===== src/hdl/irq_pkg.sv =====
// shared sizes, CSR map and sequencer state type for the interrupt controller
// referenced by scoped names from every RTL file of the controller

package irq_pkg;

    //************************************************************************
    // sizes
    //************************************************************************
    localparam int NUM_LANES = 4;              // thread lanes per CSR port
    localparam int DATA_W    = 32;
    localparam int ADDR_W    = 12;
    localparam int NUM_REGS  = 16;             // slots behind the low address bits
    localparam int NUM_GP    = 8;              // general words R0..R7
    localparam int IDX_W     = $clog2(NUM_REGS);
    localparam int LANE_W    = $clog2(NUM_LANES);

    typedef logic [IDX_W-1:0]  reg_idx_t;
    typedef logic [LANE_W-1:0] lane_t;
    typedef logic [DATA_W-1:0] csr_word_t;

    // one word per thread lane, lane 0 in the low bits
    typedef csr_word_t [NUM_LANES-1:0] lane_data_t;

    //************************************************************************
    // CSR map
    //************************************************************************
    // upper address bits select the block, the low IDX_W bits pick the slot
    localparam logic [ADDR_W-1:0] CSR_BASE = 12'h7C0;

    localparam reg_idx_t IDX_S2V = 4'd0;       // scalar to SIMT request
    localparam reg_idx_t IDX_V2S = 4'd1;
    localparam reg_idx_t IDX_TID = 4'd2;
    localparam reg_idx_t IDX_IPC = 4'd3;       // interrupted pc
    localparam reg_idx_t IDX_IRQ = 4'd4;
    localparam reg_idx_t IDX_ACC = 4'd5;
    localparam reg_idx_t IDX_ERR = 4'd6;
    // slot 7 is a hole in the map
    localparam reg_idx_t IDX_R0  = 4'd8;       // general words run up to slot 15

    //************************************************************************
    // handoff sequencer
    //************************************************************************
    typedef enum logic [2:0] {
        IRQC_IDLE,
        IRQC_WAIT,        // warp masked, waiting for the pipe to drain
        IRQC_PC_SWAP,
        IRQC_WAIT_ISR,
        IRQC_REVERT
    } irq_state_t;

endpackage


===== src/hdl/irq_csr_port.sv =====
// CSR access decode for one core, combinational
// turns the bus into a slot index plus the word of the lowest active write lane

`timescale 1ns/10ps

module irq_csr_port (
    input  logic                           read_enable,
    input  logic                           write_enable,
    input  logic [irq_pkg::ADDR_W-1:0]     read_addr,
    input  logic [irq_pkg::ADDR_W-1:0]     write_addr,
    input  logic [irq_pkg::NUM_LANES-1:0]  write_tmask,
    input  irq_pkg::lane_data_t            write_data,
    output logic                           rd_hit,
    output irq_pkg::reg_idx_t              rd_idx,
    output logic                           wr_stb,
    output irq_pkg::reg_idx_t              wr_idx,
    output irq_pkg::csr_word_t             wr_word
);

    logic [irq_pkg::ADDR_W-1:0] acc_addr;
    irq_pkg::reg_idx_t          slot;
    logic                       base_match;
    logic                       slot_mapped;
    irq_pkg::lane_t             wr_lane;

    // a write takes the bus address over a read in the same cycle
    assign acc_addr = write_enable ? write_addr : read_addr;
    assign slot     = acc_addr[irq_pkg::IDX_W-1:0];

    assign base_match = (acc_addr[irq_pkg::ADDR_W-1:irq_pkg::IDX_W] ==
                         irq_pkg::CSR_BASE[irq_pkg::ADDR_W-1:irq_pkg::IDX_W]);
    assign slot_mapped = (slot <= irq_pkg::IDX_ERR) || (slot >= irq_pkg::IDX_R0);

    // lowest set mask bit wins, empty mask falls back to lane 0
    always_comb
    begin
        wr_lane = '0;
        for (int i = irq_pkg::NUM_LANES - 1; i >= 0; i--)
        begin
            if (write_tmask[i])
                wr_lane = irq_pkg::lane_t'(i);
        end
    end

    assign rd_hit  = read_enable && base_match && slot_mapped;
    assign rd_idx  = slot;
    assign wr_stb  = write_enable && base_match && slot_mapped;
    assign wr_idx  = slot;
    assign wr_word = write_data[wr_lane];

endmodule


===== src/hdl/irq_reg_file.sv =====
// controller register block shared by the SIMT and scalar CSR ports
// SIMT writes lose to scalar writes, and both lose to sequencer updates

`timescale 1ns/10ps

module irq_reg_file (
    input  logic                 clk,
    input  logic                 reset,
    input  logic                 simt_rd_hit,
    input  irq_pkg::reg_idx_t    simt_rd_idx,
    input  logic                 simt_wr_stb,
    input  irq_pkg::reg_idx_t    simt_wr_idx,
    input  irq_pkg::csr_word_t   simt_wr_word,
    input  logic                 scalar_rd_hit,
    input  irq_pkg::reg_idx_t    scalar_rd_idx,
    input  logic                 scalar_wr_stb,
    input  irq_pkg::reg_idx_t    scalar_wr_idx,
    input  irq_pkg::csr_word_t   scalar_wr_word,
    input  logic                 err_set,
    input  logic                 err_clear,
    input  logic                 s2v_clear,
    input  logic                 ipc_load,
    input  irq_pkg::csr_word_t   pc,
    output irq_pkg::lane_data_t  simt_read_data,
    output irq_pkg::lane_data_t  scalar_read_data,
    output irq_pkg::csr_word_t   s2v
);

    irq_pkg::csr_word_t s2v_q, v2s_q, tid_q, ipc_q, irq_q, acc_q, err_q;
    irq_pkg::csr_word_t gp_q   [irq_pkg::NUM_GP];
    irq_pkg::csr_word_t slot_q [irq_pkg::NUM_REGS];   // slot view of the words
    irq_pkg::csr_word_t slot_d [irq_pkg::NUM_REGS];

    always_comb
    begin
        slot_q = '{default: '0};                      // hole at slot 7 reads zero
        slot_q[irq_pkg::IDX_S2V] = s2v_q;
        slot_q[irq_pkg::IDX_V2S] = v2s_q;
        slot_q[irq_pkg::IDX_TID] = tid_q;
        slot_q[irq_pkg::IDX_IPC] = ipc_q;
        slot_q[irq_pkg::IDX_IRQ] = irq_q;
        slot_q[irq_pkg::IDX_ACC] = acc_q;
        slot_q[irq_pkg::IDX_ERR] = err_q;
        for (int g = 0; g < irq_pkg::NUM_GP; g++)
            slot_q[irq_pkg::reg_idx_t'(irq_pkg::IDX_R0 + g)] = gp_q[g];
    end

    // later assignments take priority
    always_comb
    begin
        slot_d = slot_q;
        if (simt_wr_stb)
            slot_d[simt_wr_idx] = simt_wr_word;
        if (scalar_wr_stb)
            slot_d[scalar_wr_idx] = scalar_wr_word;
        if (ipc_load)
            slot_d[irq_pkg::IDX_IPC] = pc;            // interrupted pc of the thread
        if (err_clear)
            slot_d[irq_pkg::IDX_ERR] = '0;
        if (err_set)
            slot_d[irq_pkg::IDX_ERR] = irq_pkg::csr_word_t'(1);
        if (s2v_clear)
            slot_d[irq_pkg::IDX_S2V] = '0;            // ack of a failed request
    end

    always_ff @(posedge clk)
    begin
        if (reset)
        begin
            s2v_q <= '0;
            v2s_q <= '0;
            tid_q <= '0;
            ipc_q <= '0;
            irq_q <= '0;
            acc_q <= '0;
            err_q <= '0;
            for (int g = 0; g < irq_pkg::NUM_GP; g++)
                gp_q[g] <= '0;
        end
        else
        begin
            s2v_q <= slot_d[irq_pkg::IDX_S2V];
            v2s_q <= slot_d[irq_pkg::IDX_V2S];
            tid_q <= slot_d[irq_pkg::IDX_TID];
            ipc_q <= slot_d[irq_pkg::IDX_IPC];
            irq_q <= slot_d[irq_pkg::IDX_IRQ];
            acc_q <= slot_d[irq_pkg::IDX_ACC];
            err_q <= slot_d[irq_pkg::IDX_ERR];
            for (int g = 0; g < irq_pkg::NUM_GP; g++)
                gp_q[g] <= slot_d[irq_pkg::reg_idx_t'(irq_pkg::IDX_R0 + g)];
        end
    end

    // same word on every lane
    assign simt_read_data   = simt_rd_hit ?
                              {irq_pkg::NUM_LANES{slot_q[simt_rd_idx]}} : '0;
    assign scalar_read_data = scalar_rd_hit ?
                              {irq_pkg::NUM_LANES{slot_q[scalar_rd_idx]}} : '0;
    assign s2v = s2v_q;

endmodule


===== src/hdl/irq_sequencer.sv =====
// handoff FSM moving one SIMT thread over to the scalar core
// drives the SIMT core controls and asks the register block for ERR, S2V and IPC updates

`timescale 1ns/10ps

module irq_sequencer (
    input  logic                clk,
    input  logic                reset,
    input  irq_pkg::csr_word_t  s2v,
    input  logic                pipe_clean,
    input  logic                err,
    output logic                mask_warp,
    output logic                hw_int,
    output logic                mask_threads,
    output logic                swap_pc,
    output logic                err_set,
    output logic                err_clear,
    output logic                s2v_clear,
    output logic                ipc_load
);

    irq_pkg::irq_state_t state_q, state_d;
    logic                req_pending;

    assign req_pending = (s2v == irq_pkg::csr_word_t'(1));

    always_ff @(posedge clk)
    begin
        if (reset)
            state_q <= irq_pkg::IRQC_IDLE;
        else
            state_q <= state_d;
    end

    //************************************************************************
    // next state
    //************************************************************************
    always_comb
    begin
        state_d = state_q;
        case (state_q)
            irq_pkg::IRQC_IDLE:
                if (req_pending)
                    state_d = irq_pkg::IRQC_WAIT;
            irq_pkg::IRQC_WAIT:
            begin
                if (err)
                    state_d = irq_pkg::IRQC_IDLE;     // request refused by the core
                else if (pipe_clean)
                    state_d = irq_pkg::IRQC_PC_SWAP;
            end
            irq_pkg::IRQC_PC_SWAP:
                state_d = irq_pkg::IRQC_WAIT_ISR;
            irq_pkg::IRQC_WAIT_ISR:
                if (s2v == '0)                        // scalar side done
                    state_d = irq_pkg::IRQC_REVERT;
            default:
                state_d = irq_pkg::IRQC_IDLE;
        endcase
    end

    // core controls straight from the state
    assign mask_warp    = (state_q == irq_pkg::IRQC_WAIT);
    assign hw_int       = (state_q == irq_pkg::IRQC_WAIT) ||
                          (state_q == irq_pkg::IRQC_PC_SWAP) ||
                          (state_q == irq_pkg::IRQC_WAIT_ISR);
    assign mask_threads = (state_q == irq_pkg::IRQC_PC_SWAP) ||
                          (state_q == irq_pkg::IRQC_WAIT_ISR);
    assign swap_pc      = (state_q == irq_pkg::IRQC_PC_SWAP);

    // register updates land on the edge of the matching transition
    assign err_clear = (state_q == irq_pkg::IRQC_IDLE) && req_pending;
    assign err_set   = (state_q == irq_pkg::IRQC_WAIT) && err;
    assign s2v_clear = (state_q == irq_pkg::IRQC_WAIT) && err;
    assign ipc_load  = (state_q == irq_pkg::IRQC_PC_SWAP);

endmodule


===== src/hdl/irq_ctl_top.sv =====
// top of the SIMT to scalar interrupt controller
// two CSR port decoders in front of one register block, plus the handoff FSM

`timescale 1ns/10ps

module irq_ctl_top (
    input  logic                           clk,
    input  logic                           reset,
    // SIMT core CSR bus
    input  logic                           simt_read_enable,
    input  logic [irq_pkg::ADDR_W-1:0]     simt_read_addr,
    input  logic                           simt_write_enable,
    input  logic [irq_pkg::ADDR_W-1:0]     simt_write_addr,
    input  logic [irq_pkg::NUM_LANES-1:0]  simt_write_tmask,
    input  irq_pkg::lane_data_t            simt_write_data,
    output irq_pkg::lane_data_t            simt_read_data,
    // scalar core CSR bus
    input  logic                           scalar_read_enable,
    input  logic [irq_pkg::ADDR_W-1:0]     scalar_read_addr,
    input  logic                           scalar_write_enable,
    input  logic [irq_pkg::ADDR_W-1:0]     scalar_write_addr,
    input  logic [irq_pkg::NUM_LANES-1:0]  scalar_write_tmask,
    input  irq_pkg::lane_data_t            scalar_write_data,
    output irq_pkg::lane_data_t            scalar_read_data,
    // SIMT core side
    input  logic                           pipe_clean,
    input  logic                           err,
    input  irq_pkg::csr_word_t             pc,
    output logic                           mask_warp,
    output logic                           hw_int,
    output logic                           mask_threads,
    output logic                           swap_pc
);

    logic               simt_rd_hit, simt_wr_stb, scalar_rd_hit, scalar_wr_stb;
    irq_pkg::reg_idx_t  simt_rd_idx, simt_wr_idx, scalar_rd_idx, scalar_wr_idx;
    irq_pkg::csr_word_t simt_wr_word, scalar_wr_word, s2v;
    logic               err_set, err_clear, s2v_clear, ipc_load;

    irq_csr_port simt_port (
        .read_enable (simt_read_enable),  .write_enable (simt_write_enable),
        .read_addr   (simt_read_addr),    .write_addr   (simt_write_addr),
        .write_tmask (simt_write_tmask),  .write_data   (simt_write_data),
        .rd_hit      (simt_rd_hit),       .rd_idx       (simt_rd_idx),
        .wr_stb      (simt_wr_stb),       .wr_idx       (simt_wr_idx),
        .wr_word     (simt_wr_word)
    );

    irq_csr_port scalar_port (
        .read_enable (scalar_read_enable), .write_enable (scalar_write_enable),
        .read_addr   (scalar_read_addr),   .write_addr   (scalar_write_addr),
        .write_tmask (scalar_write_tmask), .write_data   (scalar_write_data),
        .rd_hit      (scalar_rd_hit),      .rd_idx       (scalar_rd_idx),
        .wr_stb      (scalar_wr_stb),      .wr_idx       (scalar_wr_idx),
        .wr_word     (scalar_wr_word)
    );

    irq_reg_file reg_file (
        .clk            (clk),            .reset          (reset),
        .simt_rd_hit    (simt_rd_hit),    .simt_rd_idx    (simt_rd_idx),
        .simt_wr_stb    (simt_wr_stb),    .simt_wr_idx    (simt_wr_idx),
        .simt_wr_word   (simt_wr_word),
        .scalar_rd_hit  (scalar_rd_hit),  .scalar_rd_idx  (scalar_rd_idx),
        .scalar_wr_stb  (scalar_wr_stb),  .scalar_wr_idx  (scalar_wr_idx),
        .scalar_wr_word (scalar_wr_word),
        .err_set        (err_set),        .err_clear      (err_clear),
        .s2v_clear      (s2v_clear),      .ipc_load       (ipc_load),
        .pc             (pc),
        .simt_read_data (simt_read_data), .scalar_read_data (scalar_read_data),
        .s2v            (s2v)
    );

    irq_sequencer sequencer (
        .clk          (clk),          .reset     (reset),
        .s2v          (s2v),          .pipe_clean (pipe_clean),
        .err          (err),
        .mask_warp    (mask_warp),    .hw_int    (hw_int),
        .mask_threads (mask_threads), .swap_pc   (swap_pc),
        .err_set      (err_set),      .err_clear (err_clear),
        .s2v_clear    (s2v_clear),    .ipc_load  (ipc_load)
    );

endmodule


===== config.mk =====
export PLATFORM = sky130hd
export DESIGN_NAME = irq_ctl_top
export DESIGN_NICKNAME = d
export VERILOG_FILES = /design/src/hdl/irq_pkg.sv /design/src/hdl/irq_csr_port.sv /design/src/hdl/irq_reg_file.sv /design/src/hdl/irq_sequencer.sv /design/src/hdl/irq_ctl_top.sv
export SDC_FILE = /design/constraint.sdc
export NUM_CORES = 2
export LEC_CHECK = 0
export BUFFER_PORTS_ARGS = -buffer_cell sky130_fd_sc_hd__buf_2
export CAP_MARGIN = 20
export CORE_UTILIZATION = 35
export DETAILED_ROUTE_END_ITERATION = 8
export GPL_TIMING_DRIVEN = 0
export PLACE_DENSITY = 0.53
export SLEW_MARGIN = 30
export SYNTH_ARGS = -nofsm -noshare
export SYNTH_HDL_FRONTEND = slang
export SYNTH_SLANG_ARGS = --single-unit

===== constraint.sdc =====
create_clock -name clk -period 2.85 [get_ports clk]
set_input_delay 0.57 -clock clk [delete_from_list [all_inputs] [get_ports clk]]
set_output_delay 0.57 -clock clk [all_outputs]
set_load 0.02 [all_outputs]

=== After elaboration in Yosys (flattened, before gate mapping) ===
Memory sizes are Yosys's and may differ from the RTL's.
Cells that the tools add are included.

* Word-level logic and storage cells: 110
* Memory bits (writable): 256
* Memories kept: 1
* Output and inout port bits: 260
* Flip-flop bits (word level): 227
* Input bits: 352

* Eq/ne operators: 9
* Reduce and logical (&&, ||, !) cells: 22
* Mux-type cells: 49
* Bitwise gates (word level): 10
* $lt $le $gt $ge: 10

{| class="wikitable"
|+ Memories
! name !! words !! width !! read ports !! clocked after memory_dff !! wr ports !! line !! text
|-
| reg_file.gp_q || 8 || 32 || 8 || 0 || 8 || irq_reg_file.sv:30 || <nowiki>irq_pkg::csr_word_t gp_q [irq_pkg::NUM_GP];</nowiki>
|}

{| class="wikitable"
|+ Operator list
! cell !! number
|-
| 512-bit bitwise mux || 2
|-
| 512-bit 2-to-1 mux || 2
|-
| 32-bit 2-to-1 mux || 17
|-
| 32-bit binary-select mux with 4-bit select || 2
|-
| 32-bit demux with 4-bit select || 2
|-
| 128-bit 2-to-1 mux || 2
|-
| 32-bit binary-select mux with 2-bit select || 2
|-
| 32-bit by 1-bit equality test with 1-bit output, second input constant || 1
|-
| 32-bit zero test || 1
|-
| 12-bit 2-to-1 mux || 2
|-
| 8-bit by 7-bit equality test with 1-bit output, second input constant || 2
|-
| 2-bit 2-to-1 mux || 8
|-
| 1-bit logical AND || 12
|-
| 3-bit 2-to-1 mux || 4
|-
| 3-bit one-hot mux with 4 select lines || 1
|-
| 5-bit greater-or-equal comparator, second input constant || 2
|-
| 5-bit by 1-bit < comparator with 1-bit output, second input constant || 2
|-
| 4-bit inverter with 5-bit output || 2
|-
| 4-bit greater-or-equal comparator, second input constant || 2
|-
| 4-bit by 3-bit <= comparator with 1-bit output, second input constant || 2
|-
| 1-bit bitwise OR || 8
|-
| 3-bit by 2-bit equality test with 1-bit output, second input constant || 2
|-
| 2-bit by 3-bit < comparator with 1-bit output, second input constant || 2
|-
| 1-bit logical OR || 5
|-
| other kinds (8) || 13
|}

=== Longest topological paths before layout ===
* Word-level depth: 12
* Depth in mapped cells: 10
* Mapped depth without buffers: 6

=== Modules after synthesis ===
From an unflattened synthesis, not the netlist that was laid out.

* Cell total of the unflattened synthesis: 3,765
* Area total of the unflattened synthesis: 34,235.3 sq um

{| class="wikitable"
|+ By module, submodules not included
! module !! times used !! area an instance (sq um) !! cells an instance
|-
| irq_reg_file || 1 || 30,712.0 || 3,299
|-
| irq_csr_port || 2 || 1,607.8 || 211
|-
| irq_sequencer || 1 || 307.8 || 44
|}

=== Worst setup path before layout ===
No wires, ideal clock.

* Path kind: input -> output
* Start: input scalar_write_enable
* End: output scalar_read_data[111] in the netlist's numbering
* Slack: -0.851 ns
* Stages: 9
* Buffers on the path: 5
* Data required time: 2.280 ns
* Arrival: 3.131 ns
* Cells stage by stage: buf_2 buf_4 mux2i_2 buf_2 buf_4 mux4_2 o22ai_1 nor4_1 buf_4

{| class="wikitable"
|+ RTL lines
! element !! line !! text
|-
| from (decl) || irq_ctl_top.sv:20 || <nowiki>input logic scalar_write_enable,</nowiki>
|-
| to (decl) || irq_ctl_top.sv:24 || <nowiki>output irq_pkg::lane_data_t scalar_read_data,</nowiki>
|}

==> out/results.tsv <==
stage	metric	value	unit
critical_path	reg2reg_from	reg_file.s2v[19]	
critical_path	endpoint_kind	output port	
critical_path	cpMaxStageDelayCell	mux4_2	
synthesis	yosysWarnings	0	
layout	areaGrowthSynthToFinish	40.6	%
placement	detailed_place_hpwl	138000	um
placement	gp_congestion	1.01	
global_routing	grt_pass1_wl	266000	um
sta	slew_viol_final	0	
global_routing	grt_pass1_vias	34600	
drt	routed-wl-met2	85600	um
synthesis	synthArstFlopShare	0	%
floorplan	die-height	311	um
worst_hold_path	whs_endpoint	reg_file.ipc_q[5]	
synthesis	synth_top_family_by_area	multiplexers	
power	p_int	12.9	mW
sta	rsz0062_at_grt	true	
drt	highest_layer	met5	
critical_path	r2r_setup_slack	-200	ps
synthesis	synth_ff_type	dfxtp_1	
drt	drt-total-wl	198000	um
sta	worst_pin_slew	1150	ps
placement	port_buffers	607	
drt	routedWlPerCell	33.8	um
power	power.switching	6.52	mW
clock_network	path_clk_slew	60	ps
sta	fin_crit_sh	118	%
synthesis	synthTopCellsByArea	dfxtp_1 29%, mux2i_1 14%, mux4_2 13%, a211oi_1 9.1%, nor2_1 6.2%	
synthesis	synthMuxAreaShare	28.7	%
synthesis	syn_inst	3726	
global_routing	antenna_found_initial	6	
worst_hold_path	hold_class	input pin to flop	
sta	period_needed	3370	ps
drt	met3_length	26700	um
global_routing	grt-ovfl-total	0	
critical_path	cp_num_buf_inv	10	
power	combPwrFrac	23.5	%
layout	final_common_cell	buf_2	
worst_hold_path	worstHoldPathCells	3	
job	cap_violations	0	
placement	post-place-ws	-1380	ps
synthesis	synth_edf_count	0	
sta	final_hold_viol_count	0	
synthesis	ys_types	69	
global_routing	groute.usage.overall	38.4	%
run_status	outcome	complete, but fails checks	
clock_network	cts_max_path_buffers	3	
synthesis	yosysSeqAreaShare	28.9	%
critical_path	worstRegToRegCells	7	
critical_path	startpoint_type	input pin	
critical_path	critical_path_class	input pin to output port	
clock_network	postCtsHoldBufs	0	
critical_path	crit_path_cell_trace	buf_12, buf_12, mux2i_4, buf_12, buf_12, buf_12, buf_12, buf_12, mux4_2, o22ai_2, nor4_4, buf_4, buf_4, buf_2	
synthesis	yosys.area_share.simple	12.7	%
synthesis	synthAdderAreaFrac	0	%
floorplan	ioPinCount	612	
run_status	violations	negative setup slack	
power	sw_frac_of_total	33.6	%
floorplan	coreArea	0.0949	mm^2
sta	finalSetupViolCount	383	
placement	place_area	0.0399	mm^2
power	p_leak	17.8	nW
clock_network	htreeDepth	2	
floorplan	die_w	311	um
drt	vias_per_cell	6.36	
critical_path	worstPathMaxFanout	8	
clock_network	cts.sink_count	483	
synthesis	syn_area_per_cell	8.97	um^2
clock_network	cts_buffers	58	
synthesis	synth_top_cell_area_share	28.9	%
synthesis	yosys.area_share.xor_xnor	0	%
drt	drt_first_pass_iters	6	
floorplan	start_util	35.2	%
layout	fin_area	0.0470	mm^2
critical_path	rr_endpoint	reg_file.err_q[8]	
synthesis	synth_area_leader_cell	dfxtp_1	
synthesis	synth_nets	4078	
floorplan	std_cell_rows	113	
global_routing	grt_max_degree	16	
worst_hold_path	hp-start	pc[5]	
drt	drc	0	
clock_network	cts_tree	built	
drt	wl_met1	72300	um
critical_path	crit_top_cell	buf_12	
drt	drtIter0Drc	4865	
synthesis	post_synth_instance_area	0.0334	mm^2
synthesis	synth_compound_area_share	18.8	%
sta	fin_skew	35.4	ps
critical_path	crit_arrival	2800	ps
drt	detail-route-antenna-nets	0	
sta	max_freq	297	MHz
power	power_frac_clock	41.1	%
sta	hold_slack	118	ps
layout	layout-drive-gt1-share	39.8	%
power	vdd_drop_max	0.532	mV
drt	vias	37300	
floorplan	die-area	0.0968	mm^2
critical_path	critical_path.max_stage_delay	310	ps
critical_path	required	2280	ps
sta	slew_headroom	21.2	%
layout	mostFrequentLayoutCells	519 x buf_2, 511 x nor2_1, 483 x dfxtp_1	
clock_network	clock_latency	670	ps
synthesis	ys_ff_latch	483	
critical_path	path_delay_family	buffers and inverters	
power	seqPwrFrac	35.4	%
sta	fin_ws	-521	ps
power	pwr_density_cell	412	mW/mm^2
clock_network	ctsRootBufferMaster	clkbuf_16	
layout	nNetsFinal	4902	
-- cells by family after synthesis --
group | after synthesis
buffers and inverters | 665
multiplexers | 713
AO/OA/AOI/OAI | 864
AND/OR/NAND/NOR | 1001
flip-flops | 483
-- worst min-delay path: cells and delay by family --
family	cells	cell delay, ps
buffers and inverters	1	80
and+or+nand+nor	1	40
AOI/OAI and AO/OA	1	60
-- how the worst max path moves through the flow --
stage,startpoint,end,slack [ps],depth (start not counted)
6_report,simt_write_enable,simt_read_data[95],-520,14
3_5_place_dp,simt_write_enable,simt_read_data[100],-1380,9
5_1_grt,simt_write_enable,simt_read_data[95],-550,14
4_1_cts,simt_write_enable,simt_read_data[127],-490,14
3_3_place_gp,scalar_write_tmask[1],reg_file.acc_q[29],-2040,7
2_1_floorplan,scalar_write_enable,scalar_read_data[109],-160,9
-- flip-flops by register name, summed over array words and instances (netlist names) --
name / count
reg_file.gp_q: 256
reg_file.acc_q: 32
reg_file.err_q: 32
reg_file.ipc_q: 32
reg_file.irq_q: 32
reg_file.s2v: 32
reg_file.tid_q: 32
reg_file.v2s_q: 32
sequencer.state_q: 3
-- layer usage --
metal | vias to the layer above | GRT usage [%]
li1 | 15400 | -
met1 | 18100 | 46.9
met2 | 3081 | 58.3
met3 | 701 | 13.7
met4 | 6 | 22.1
met5 | - | 0
-- cell type report --
class                           instances  area [um^2]
Antenna cell                            5         12.5
Sequential cell                       483         9670
Multi-Input combinational cell       2578        22800
Tap cell                             1265         1580
Fill cell                            8854        47800
Clock inverter                         22          218
Inverter                               47          176
Clock buffer                           86         1750
Buffer                                613         4770
Timing Repair Buffer                  769         6100
-- Yosys cell counts (all sizes together) (6+ instances only) --
library cell    n
o21ai          70
o22ai          67
buf           383
nor2          549
mux2           42
a211o           6
dfxtp         483
o221ai         33
a31oi          31
nand2b         16
mux4          192
clkbuf        235
nor3           23
o31ai          31
nand4           7
a21oi          97
nor4           74
mux2i         479
inv            47
or3             7
a221oi         31
nor2b          10
nand2         286
a211oi        409
a311oi         59
-- repair_timing --
| item | 4_1_cts | 5_1_grt |
|---|---|---|
| setup buffers | 66 | 77 |
| pin swaps | 66 | 56 |
| resized for setup | 511 | 348 |
| setup endpoints to repair | 455 | 574 |
| gates cloned | 9 | 14 |
| hold endpoints to repair | 0 | 0 |
-- power by group through the flow --
stage          Sequential, mW  Combinational (mW)  Clock [mW]
2_1_floorplan            6.98                1.91           0
3_3_place_gp             7.01                3.54           0
3_5_place_dp             7.01                3.60           0
4_1_cts                  6.86                4.05        7.86
5_1_grt                  6.86                4.60        8.11
6_report                 6.86                4.55        7.97
-- per-stage QoR --
step | utilization (%) | TNS [ps] | std cells | power (mW)
after floorplan | - | -13950 | 3726 | 8.89
after global placement | 41.7 | -1117610 | 5598 | 10.6
after detailed placement | 42.1 | -575230 | 5607 | 10.6
after CTS | 47.2 | -116530 | 5789 | 18.8
after global routing | 49.6 | -146850 | 5863 | 19.6
final | 49.6 | -113090 | 5868 | 19.4
(Power assumes the default switching activity.)
